### src/verilog/fetch_pkg.sv
/*
 * fetch unit shared definitions
 * widths, reset constants, opcode and micro-op enums, interface structs
 */
package fetch_pkg;

  // ==============================
  // basic widths and constants
  // ==============================
  typedef logic [63:0] xlen_t;
  typedef logic [31:0] inst_t;

  localparam xlen_t RESET_PC = 64'h0000_0000_0000_1000;
  localparam xlen_t PC_STEP  = 64'd4;

  // buffer depth must stay a power of two for pointer wrap
  localparam int FETCH_BUF_DEPTH = 4;
  localparam int BUF_PTR_W       = $clog2(FETCH_BUF_DEPTH);
  localparam int BUF_CNT_W       = $clog2(FETCH_BUF_DEPTH + 1);

  typedef logic [BUF_CNT_W-1:0] buf_count_t;
  typedef logic [BUF_PTR_W-1:0] buf_ptr_t;

  // ==============================
  // opcodes and encodings
  // ==============================
  // major opcode, inst[6:2]
  typedef enum logic [4:0] {
    OPC_LOAD   = 5'b00000,
    OPC_OP_IMM = 5'b00100,
    OPC_STORE  = 5'b01000,
    OPC_AMO    = 5'b01011,
    OPC_OP     = 5'b01100
  } opcode_e;

  // addi x0, x0, 0
  localparam inst_t INST_NOP = {12'h000, 5'd0, 3'b000, 5'd0, OPC_OP_IMM, 2'b11};

  // ==============================
  // atomic expansion
  // ==============================
  // state names the item currently held in the decode register
  typedef enum logic [3:0] {
    AMO_IDLE    = 4'd0,
    AMO_MEM_BAR = 4'd1,
    AMO_LRSC    = 4'd2,
    AMO_MV      = 4'd3,
    AMO_LOAD    = 4'd4,
    AMO_GAP     = 4'd5,
    AMO_OP      = 4'd6,
    AMO_STORE   = 4'd7,
    AMO_DONE    = 4'd8
  } amo_state_e;

  typedef enum logic [3:0] {
    UOP_NORMAL    = 4'd0,
    UOP_BARRIER   = 4'd1,
    UOP_AMO_MV    = 4'd2,
    UOP_AMO_LOAD  = 4'd3,
    UOP_AMO_GAP   = 4'd4,
    UOP_AMO_OP    = 4'd5,
    UOP_AMO_STORE = 4'd6,
    UOP_AMO_LRSC  = 4'd7,
    UOP_AMO_DONE  = 4'd8
  } uop_kind_e;

  // ==============================
  // interface structs
  // ==============================
  typedef struct packed {
    logic  en;
    xlen_t pc;
  } icache_req_t;

  typedef struct packed {
    logic  valid;
    inst_t inst;
  } icache_rsp_t;

  typedef struct packed {
    xlen_t pc;
    inst_t inst;
  } fetch_item_t;

  typedef struct packed {
    xlen_t     pc;
    inst_t     inst;
    uop_kind_e kind;
    logic      illegal;
  } decode_item_t;

  typedef struct packed {
    logic  valid;
    xlen_t pc;
  } redirect_t;

endpackage

### src/verilog/pc_sequencer.sv
/*
 * pc sequencer
 * issues one icache request at a time and pairs each response with its pc
 */
module pc_sequencer import fetch_pkg::*; (
  input  logic        clk,
  input  logic        rst,
  input  redirect_t   redirect,
  input  buf_count_t  free_count,
  output icache_req_t icache_req,
  input  icache_rsp_t icache_rsp,
  output logic        push,
  output fetch_item_t push_item
);

  xlen_t fetch_pc;
  xlen_t req_pc;
  logic  req_en;
  logic  outstanding;
  logic  stale;

  logic  room;
  logic  slot_free;
  logic  can_issue;

  // ==============================
  // issue decision
  // ==============================
  // a slot must exist for every response still on its way
  assign room = free_count > buf_count_t'(outstanding);

  // the one outstanding request may retire this very cycle
  assign slot_free = ~outstanding | icache_rsp.valid;

  // never issue from the old stream in a redirect cycle
  assign can_issue = room & slot_free & ~redirect.valid;

  // ==============================
  // pc and request tracking
  // ==============================
  always_ff @(posedge clk) begin
    if (rst) begin
      fetch_pc    <= RESET_PC;
      req_en      <= 1'b0;
      outstanding <= 1'b0;
      stale       <= 1'b0;
    end else begin
      req_en <= can_issue;

      if (redirect.valid) begin
        fetch_pc <= redirect.pc;
      end else if (can_issue) begin
        fetch_pc <= fetch_pc + PC_STEP;
      end

      if (can_issue) begin
        outstanding <= 1'b1;
      end else if (icache_rsp.valid) begin
        outstanding <= 1'b0;
      end

      // a response still in flight belongs to the old stream
      if (redirect.valid) begin
        stale <= outstanding & ~icache_rsp.valid;
      end else if (icache_rsp.valid) begin
        stale <= 1'b0;
      end
    end
  end

  // held for the whole life of the request
  always_ff @(posedge clk) begin
    if (can_issue) begin
      req_pc <= fetch_pc;
    end
  end

  assign icache_req.en = req_en;
  assign icache_req.pc = req_pc;

  // ==============================
  // response capture
  // ==============================
  // drop stale words and anything arriving with a redirect
  assign push = icache_rsp.valid & ~stale & ~redirect.valid;

  assign push_item.pc   = req_pc;
  assign push_item.inst = icache_rsp.inst;

endmodule

### src/verilog/fetch_buffer.sv
/*
 * fetch buffer
 * small circular FIFO of fetched words, flushed by a redirect
 */
module fetch_buffer import fetch_pkg::*; (
  input  logic        clk,
  input  logic        rst,
  input  redirect_t   redirect,
  input  logic        push,
  input  fetch_item_t push_item,
  output buf_count_t  free_count,
  output logic        head_valid,
  output fetch_item_t head_item,
  input  logic        pop
);

  fetch_item_t mem [FETCH_BUF_DEPTH];

  buf_ptr_t   wr_ptr;
  buf_ptr_t   rd_ptr;
  buf_count_t count;

  // ==============================
  // storage
  // ==============================
  always_ff @(posedge clk) begin
    if (push) begin
      mem[wr_ptr] <= push_item;
    end
  end

  // ==============================
  // pointers and occupancy
  // ==============================
  always_ff @(posedge clk) begin
    if (rst || redirect.valid) begin
      wr_ptr <= '0;
      rd_ptr <= '0;
      count  <= '0;
    end else begin
      if (push) begin
        wr_ptr <= wr_ptr + 1'b1;
      end
      if (pop) begin
        rd_ptr <= rd_ptr + 1'b1;
      end

      case ({push, pop})
        2'b10:   count <= count + 1'b1;
        2'b01:   count <= count - 1'b1;
        default: count <= count;
      endcase
    end
  end

  // head shows one cycle after the push
  assign head_valid = count != '0;
  assign head_item  = mem[rd_ptr];

  assign free_count = buf_count_t'(FETCH_BUF_DEPTH) - count;

endmodule

### src/verilog/amo_expander.sv
/*
 * atomic expander
 * splits AMO instructions into micro-ops and registers items for decode
 */
module amo_expander import fetch_pkg::*; (
  input  logic         clk,
  input  logic         rst,
  input  redirect_t    redirect,
  input  logic         head_valid,
  input  fetch_item_t  head_item,
  output logic         pop,
  output logic         decode_valid,
  output decode_item_t decode_item,
  input  logic         decode_ready
);

  amo_state_e state;
  amo_state_e state_nxt;

  inst_t      inst;
  logic [4:0] funct5;
  logic       aq;
  logic       rl;
  logic       is_amo_opc;
  logic       is_amo_mem_op;
  logic       is_lrsc;
  logic       need_bar;

  inst_t mv_inst;
  inst_t load_inst;
  inst_t op_inst;
  inst_t store_inst;

  logic         advance;
  logic         load_en;
  logic         pop_nxt;
  uop_kind_e    nxt_kind;
  inst_t        nxt_inst;
  decode_item_t nxt_item;

  // ==============================
  // classify the head word
  // ==============================
  assign inst   = head_item.inst;
  assign funct5 = inst[31:27];
  assign aq     = inst[26];
  assign rl     = inst[25];

  // only a full 32-bit encoding counts as atomic
  assign is_amo_opc = (inst[6:2] == OPC_AMO) && (inst[1:0] == 2'b11);

  always_comb begin
    case (funct5)
      5'h00, 5'h01, 5'h04, 5'h08, 5'h0c,
      5'h10, 5'h14, 5'h18, 5'h1c: is_amo_mem_op = is_amo_opc;
      default:                    is_amo_mem_op = 1'b0;
    endcase
  end

  assign is_lrsc  = is_amo_opc && ((funct5 == 5'h02) || (funct5 == 5'h03));
  assign need_bar = (is_amo_mem_op || is_lrsc) && (aq || rl);

  // ==============================
  // micro-op rewrites
  // ==============================
  // copy rs2 aside
  assign mv_inst = {7'b0, inst[24:20], 5'd0, 3'b001, 5'd0, OPC_OP, 2'b11};

  // rd <- mem[rs1]
  assign load_inst = {12'h000, inst[19:15], inst[14:12], inst[11:7], OPC_LOAD, 2'b11};

  // old rd value becomes the first operand
  assign op_inst = {inst[31:20], inst[11:7], inst[14:12], 5'd0, inst[6:0]};

  assign store_inst = {7'b0, 5'd0, inst[19:15], inst[14:12], 5'd0, OPC_STORE, 2'b11};

  // ==============================
  // next item and next state
  // ==============================
  always_comb begin
    state_nxt = state;
    load_en   = 1'b1;
    pop_nxt   = 1'b0;
    nxt_kind  = UOP_NORMAL;
    nxt_inst  = INST_NOP;
    case (state)
      // DONE already popped its entry, so the head is the next word
      AMO_IDLE, AMO_DONE: begin
        state_nxt = AMO_IDLE;
        load_en   = head_valid;
        if (head_valid && need_bar) begin
          state_nxt = AMO_MEM_BAR;
          nxt_kind  = UOP_BARRIER;
        end else if (head_valid && is_amo_mem_op) begin
          state_nxt = AMO_MV;
          nxt_kind  = UOP_AMO_MV;
          nxt_inst  = mv_inst;
        end else begin
          nxt_inst = inst;
          pop_nxt  = head_valid;
        end
      end
      AMO_MEM_BAR: begin
        if (is_lrsc) begin
          state_nxt = AMO_LRSC;
          nxt_kind  = UOP_AMO_LRSC;
          nxt_inst  = inst;
        end else begin
          state_nxt = AMO_MV;
          nxt_kind  = UOP_AMO_MV;
          nxt_inst  = mv_inst;
        end
      end
      AMO_MV: begin
        state_nxt = AMO_LOAD;
        nxt_kind  = UOP_AMO_LOAD;
        nxt_inst  = load_inst;
      end
      AMO_LOAD: begin
        state_nxt = AMO_GAP;
        nxt_kind  = UOP_AMO_GAP;
      end
      AMO_GAP: begin
        state_nxt = AMO_OP;
        nxt_kind  = UOP_AMO_OP;
        nxt_inst  = op_inst;
      end
      AMO_OP: begin
        state_nxt = AMO_STORE;
        nxt_kind  = UOP_AMO_STORE;
        nxt_inst  = store_inst;
      end
      // last item of the sequence releases the buffer entry
      AMO_STORE, AMO_LRSC: begin
        state_nxt = AMO_DONE;
        nxt_kind  = UOP_AMO_DONE;
        pop_nxt   = 1'b1;
      end
      default: begin
        state_nxt = AMO_IDLE;
        load_en   = 1'b0;
      end
    endcase
  end

  assign nxt_item.pc      = head_item.pc;
  assign nxt_item.inst    = nxt_inst;
  assign nxt_item.kind    = nxt_kind;
  assign nxt_item.illegal = inst[1:0] != 2'b11;

  // output slot is free or being taken this cycle
  assign advance = ~decode_valid | decode_ready;

  assign pop = advance & pop_nxt & ~redirect.valid;

  // ==============================
  // decode output register
  // ==============================
  always_ff @(posedge clk) begin
    if (rst || redirect.valid) begin
      state        <= AMO_IDLE;
      decode_valid <= 1'b0;
    end else if (advance) begin
      state        <= state_nxt;
      decode_valid <= load_en;
    end
  end

  always_ff @(posedge clk) begin
    if (advance && load_en) begin
      decode_item <= nxt_item;
    end
  end

endmodule

### src/verilog/fetch_unit.sv
/*
 * instruction fetch front end
 * pc sequencer, fetch buffer and atomic expander in one pipeline
 */
module fetch_unit import fetch_pkg::*; (
  input  logic         clk,
  input  logic         rst,
  output icache_req_t  icache_req,
  input  icache_rsp_t  icache_rsp,
  input  redirect_t    redirect,
  output logic         decode_valid,
  output decode_item_t decode_item,
  input  logic         decode_ready
);

  // sequencer to buffer
  logic        push;
  fetch_item_t push_item;
  buf_count_t  free_count;

  // buffer to expander
  logic        head_valid;
  fetch_item_t head_item;
  logic        pop;

  // ==============================
  // request side
  // ==============================
  pc_sequencer pc_sequencer_i (
    .clk        (clk),
    .rst        (rst),
    .redirect   (redirect),
    .free_count (free_count),
    .icache_req (icache_req),
    .icache_rsp (icache_rsp),
    .push       (push),
    .push_item  (push_item)
  );

  fetch_buffer fetch_buffer_i (
    .clk        (clk),
    .rst        (rst),
    .redirect   (redirect),
    .push       (push),
    .push_item  (push_item),
    .free_count (free_count),
    .head_valid (head_valid),
    .head_item  (head_item),
    .pop        (pop)
  );

  // ==============================
  // decode side
  // ==============================
  amo_expander amo_expander_i (
    .clk          (clk),
    .rst          (rst),
    .redirect     (redirect),
    .head_valid   (head_valid),
    .head_item    (head_item),
    .pop          (pop),
    .decode_valid (decode_valid),
    .decode_item  (decode_item),
    .decode_ready (decode_ready)
  );

endmodule

### config.mk
export PLATFORM = sky130hd
export DESIGN_NAME = fetch_unit
export DESIGN_NICKNAME = d
export VERILOG_FILES = /design/src/verilog/fetch_pkg.sv /design/src/verilog/pc_sequencer.sv /design/src/verilog/fetch_buffer.sv /design/src/verilog/amo_expander.sv /design/src/verilog/fetch_unit.sv
export SDC_FILE = /design/constraint.sdc
export NUM_CORES = 1
export LEC_CHECK = 0
export BUFFER_PORTS_ARGS = -buffer_cell sky130_fd_sc_hd__clkbuf_2
export CAP_MARGIN = 20
export CORE_MARGIN = 4
export CORE_UTILIZATION = 54
export CTS_CLUSTER_SIZE = 16
export DETAILED_ROUTE_END_ITERATION = 16
export PLACE_DENSITY_LB_ADDON = 0.3
export SYNTH_ARGS = -nofsm -noshare
export SYNTH_HDL_FRONTEND = slang
export SYNTH_SLANG_ARGS = --single-unit
export TNS_END_PERCENT = 100
### constraint.sdc
create_clock -name clk -period 6.37 [get_ports clk]
set_clock_uncertainty 0.05 [all_clocks]
set_input_delay 0.3185 -clock clk [delete_from_list [all_inputs] [get_ports clk]]
set_output_delay 0.3185 -clock clk [all_outputs]
set_load 0.02 [all_outputs]
==> summary.md <==
| Metric | Value |
|---|---|
| Synthesized area | `24200 um^2` |
| H-Tree Depth | `2` |
| CP startpoint kind | `flop` |
| DP HPWL | `34900 um` |
| Largest net degree at the start of global routing | `98` |
| Sink Count | `630` |
| Post-synth top cells | `edfxtp_1 (549), mux4_2 (96), dfxtp_1 (81), nor2_1 (74), nand2_1 (66)` |
| Post-CTS resize count | `0` |
| YS warnings | `0` |
| Die Wd | `220 um` |
| PortBufs | `267` |
| Residual DRC count | `0` |
| Post-synthesis mux area share | `9.24%` |
| Min-Delay Path Depth | `3` |
| Drt initial violations | `1605` |
| Top cell type's share of synthesized area | `68.2%` |
| Power after layout | `9.16 mW` |
| Leak | `9.90 nW` |
| Min setup slack post-route | `2450 ps` |
| Crit path DAT | `4390 ps` |
| Top-count cell post-synth | `edfxtp_1` |
| Dominant cell type by area after synthesis | `edfxtp_1` |
| R2R Setup Slk | `2450 ps` |
| Critical path type | `flop to flop` |
| Clock Latency Late Sink | `620 ps` |
| Placed inst area | `26100 um^2` |
| Antenna-violating nets left | `0` |
| XOR/XNOR Fraction of Synth Area | `0.834%` |
| Max Transition Viols Final | `0` |
| CTS Buf Count | `60` |
| Critical path capture point type | `flop` |
| #FFs+latches synth | `630` |
| Worst R2R Path Depth | `11` |
| Post-CTS setup buffers | `0` |
| Initial antenna violation count | `4` |
| Post-route cell area | `29200 um^2` |
| Hold Crit Start | `redirect[44]` |
| Top_reg_cell synth | `edfxtp_1` |
| GRT met2 Usage | `37.6%` |
| Syn nets | `1471` |
| Peak supply drop | `0.277 mV` |
| Worst-Margin Slew | `1140 ps` |
| Grt peak-use layer | `met2` |
| Min Tclk post-route | `3920 ps` |
| Hold Path Class | `primary input to flop` |
| Synth Area in Simple Gates | `7.00%` |
| CP required | `6840 ps` |
| Row cnt | `77` |
| TritonRoute pass-1 iters | `7` |
| Status | `complete, no violations` |
| Placer Congestion | `0.838` |
| Pwr/cell area | `314 nW/um^2` |
| Max Cap Viol | `0` |
| Largest family of logic cells by synthesized area | `multiplexers` |
| Ports | `268` |
| Met3 Usage GRT | `5.09%` |
| Share of cells above drive strength 1 | `28.0%` |
| Synthesis-to-layout area growth | `20.7%` |
| CTS tree | `yes` |
| Met1 Track Usage GR | `33.0%` |
| Post-synthesis adder-cell area fraction | `0.549%` |
| Fin crit share | `61.5%` |
| Gr usage total | `23.5%` |
| Max_slew headroom | `23.6%` |
| DRT Wirelength | `57100 um` |
| Total grt overflow | `0` |
| Clock transition at the registers of the reported paths | `60 ps` |
| Worst Path Max Fanout | `33` |
| Fmax | `255 MHz` |
| Vias | `14277` |
| First-pass GRT wire length | `85900 um` |
| Clock Tree Root | `clkbuf_16` |
| Post-synth EDFFs | `549` |
| Avg Cell Area, Syn | `17.8 um^2` |
| Synthesized instance count | `1360` |
| Die footprint | `48200 um^2` |
| RSZ-0062 raised after global routing | `no` |
| Post-synthesis async set-or-reset flop share | `0%` |
| Chip Height | `220 um` |
| Compound-Gate Fraction of Synth Area | `5.80%` |
| Per-cell routed wire length | `24.0 um` |
| Hold Fails Final Rpt | `0` |
| Clock Tree Buf Depth | `3` |
| Count of different cell masters after synthesis | `78` |
| Vias in the first global route | `14101` |
| End of the worst hold path | `pc_sequencer_i.fetch_pc[44]$_SDFFE_PP0N_` |
| Initial core utilization | `54.7%` |
| Sequential area share after synthesis | `74.9%` |
| Final Setup Violations | `0` |
| Synth top area cells | `edfxtp_1 (68%), mux4_2 (8.9%), dfxtp_1 (6.7%), nor2_1 (1.1%), nand2_1 (1.0%)` |
| Worst reg2reg endpoint | `fetch_buffer_i.count[2]$_SDFFE_PP0P_` |
| Avg Vias per Cell | `6.01` |
| Core Area | `44200 um^2` |
| Setup TNS | `0 ps` |
| Pre-CTS setup slack | `2380 ps` |
| Final #Nets | `1844` |
## flip-flops by register name (all words and copies together) (netlist names), named ones only
signal,cells
pc_sequencer_i.outstanding,1
fetch_buffer_i.rd_ptr,2
pc_sequencer_i.req_pc,64
amo_expander_i.state,4
fetch_buffer_i.count,3
pc_sequencer_i.req_en,1
fetch_buffer_i.wr_ptr,2
pc_sequencer_i.stale,1
amo_expander_i.decode_valid,1
amo_expander_i.decode_item,101
fetch_buffer_i.mem,384
pc_sequencer_i.fetch_pc,64
## per-stage QoR
step | std cells | hold WS [ps] | util, %
finish | 2377 | 73.7 | 66.0
global route | 2375 | 50.9 | 66.0
CTS | 2373 | 32.8 | 66.0
detailed placement | 2168 | 368 | 59.0
global placement | 2168 | 371 | 59.0
floorplan | 1360 | 348 | -
## repair_timing
item                                   in CTS  in global routing
endpoints found under the hold margin     191                  0
hold buffers                               95                  0
setup endpoints to repair                   0                  0
## layout by cell type, fill, tap and decap left out, drive strengths merged, types with 24 or more instances in the layout
cell type      n
nand2         66
dfxtp         81
mux4          96
nor2          74
inv           25
clkbuf       340
edfxtp       549
dlygate4sd3   95
nand3         24
## how the worst max path moves through the flow
stage	slack, ps	end	startpoint	depth (start not counted)
floorplan	570	amo_expander_i.decode_item[0]$_DFFE_PP_	fetch_buffer_i.count[0]$_SDFFE_PP0P_	6
finish	2450	fetch_buffer_i.count[2]$_SDFFE_PP0P_	flop	11
global placement	2480	fetch_buffer_i.count[2]$_SDFFE_PP0P_	flop	11
CTS	2380	fetch_buffer_i.count[2]$_SDFFE_PP0P_	flop	11
detailed placement	2380	fetch_buffer_i.count[2]$_SDFFE_PP0P_	flop	11
global route	2180	fetch_buffer_i.count[2]$_SDFFE_PP0P_	flop	11
## cells by family after synthesis
| family | Yosys count |
|---|---|
| flip-flops | 630 |
| AO/OA/AOI/OAI | 185 |
| AND/OR/NAND/NOR | 316 |
| multiplexers | 103 |
| adder cells (fa/ha/maj) | 10 |
| XOR/XNOR | 23 |
| buffers and inverters | 93 |
## power breakdown
part	leakage, nW	internal (mW)	switching (mW)
Combinational	3.15	0.220	0.353
Sequential	5.73	4.69	0.129
Clock	1.02	2.25	1.51
## layout make-up
class	instances	area [um^2]
flip-flops and latches	630	18100
fillers	2890	15000
multi-input cells	637	5690
repair buffers	379	2410
clock buffers	73	1620
well taps	592	741
clock inverters	37	483
inverters	25	93.8
diodes	4	10.0
## metal layers
layer / wire length [um] / share of wire (%)
met1: 23400 / 41
met2: 27800 / 49
met3: 4430 / 7.8
met4: 1520 / 2.7
met5: 11 / 0.019
## critical path, stage by stage, from the launching register on
cell	delay, ps
dfxtp_4	810
mux4_2	600
or2_1	260
a211o_1	350
a21oi_1	330
and2_1	190
ha_1	170
inv_1	60
fa_1	370
xor2_1	150
or3_1	300
a21oi_1	160
(Power assumes the default switching activity.)
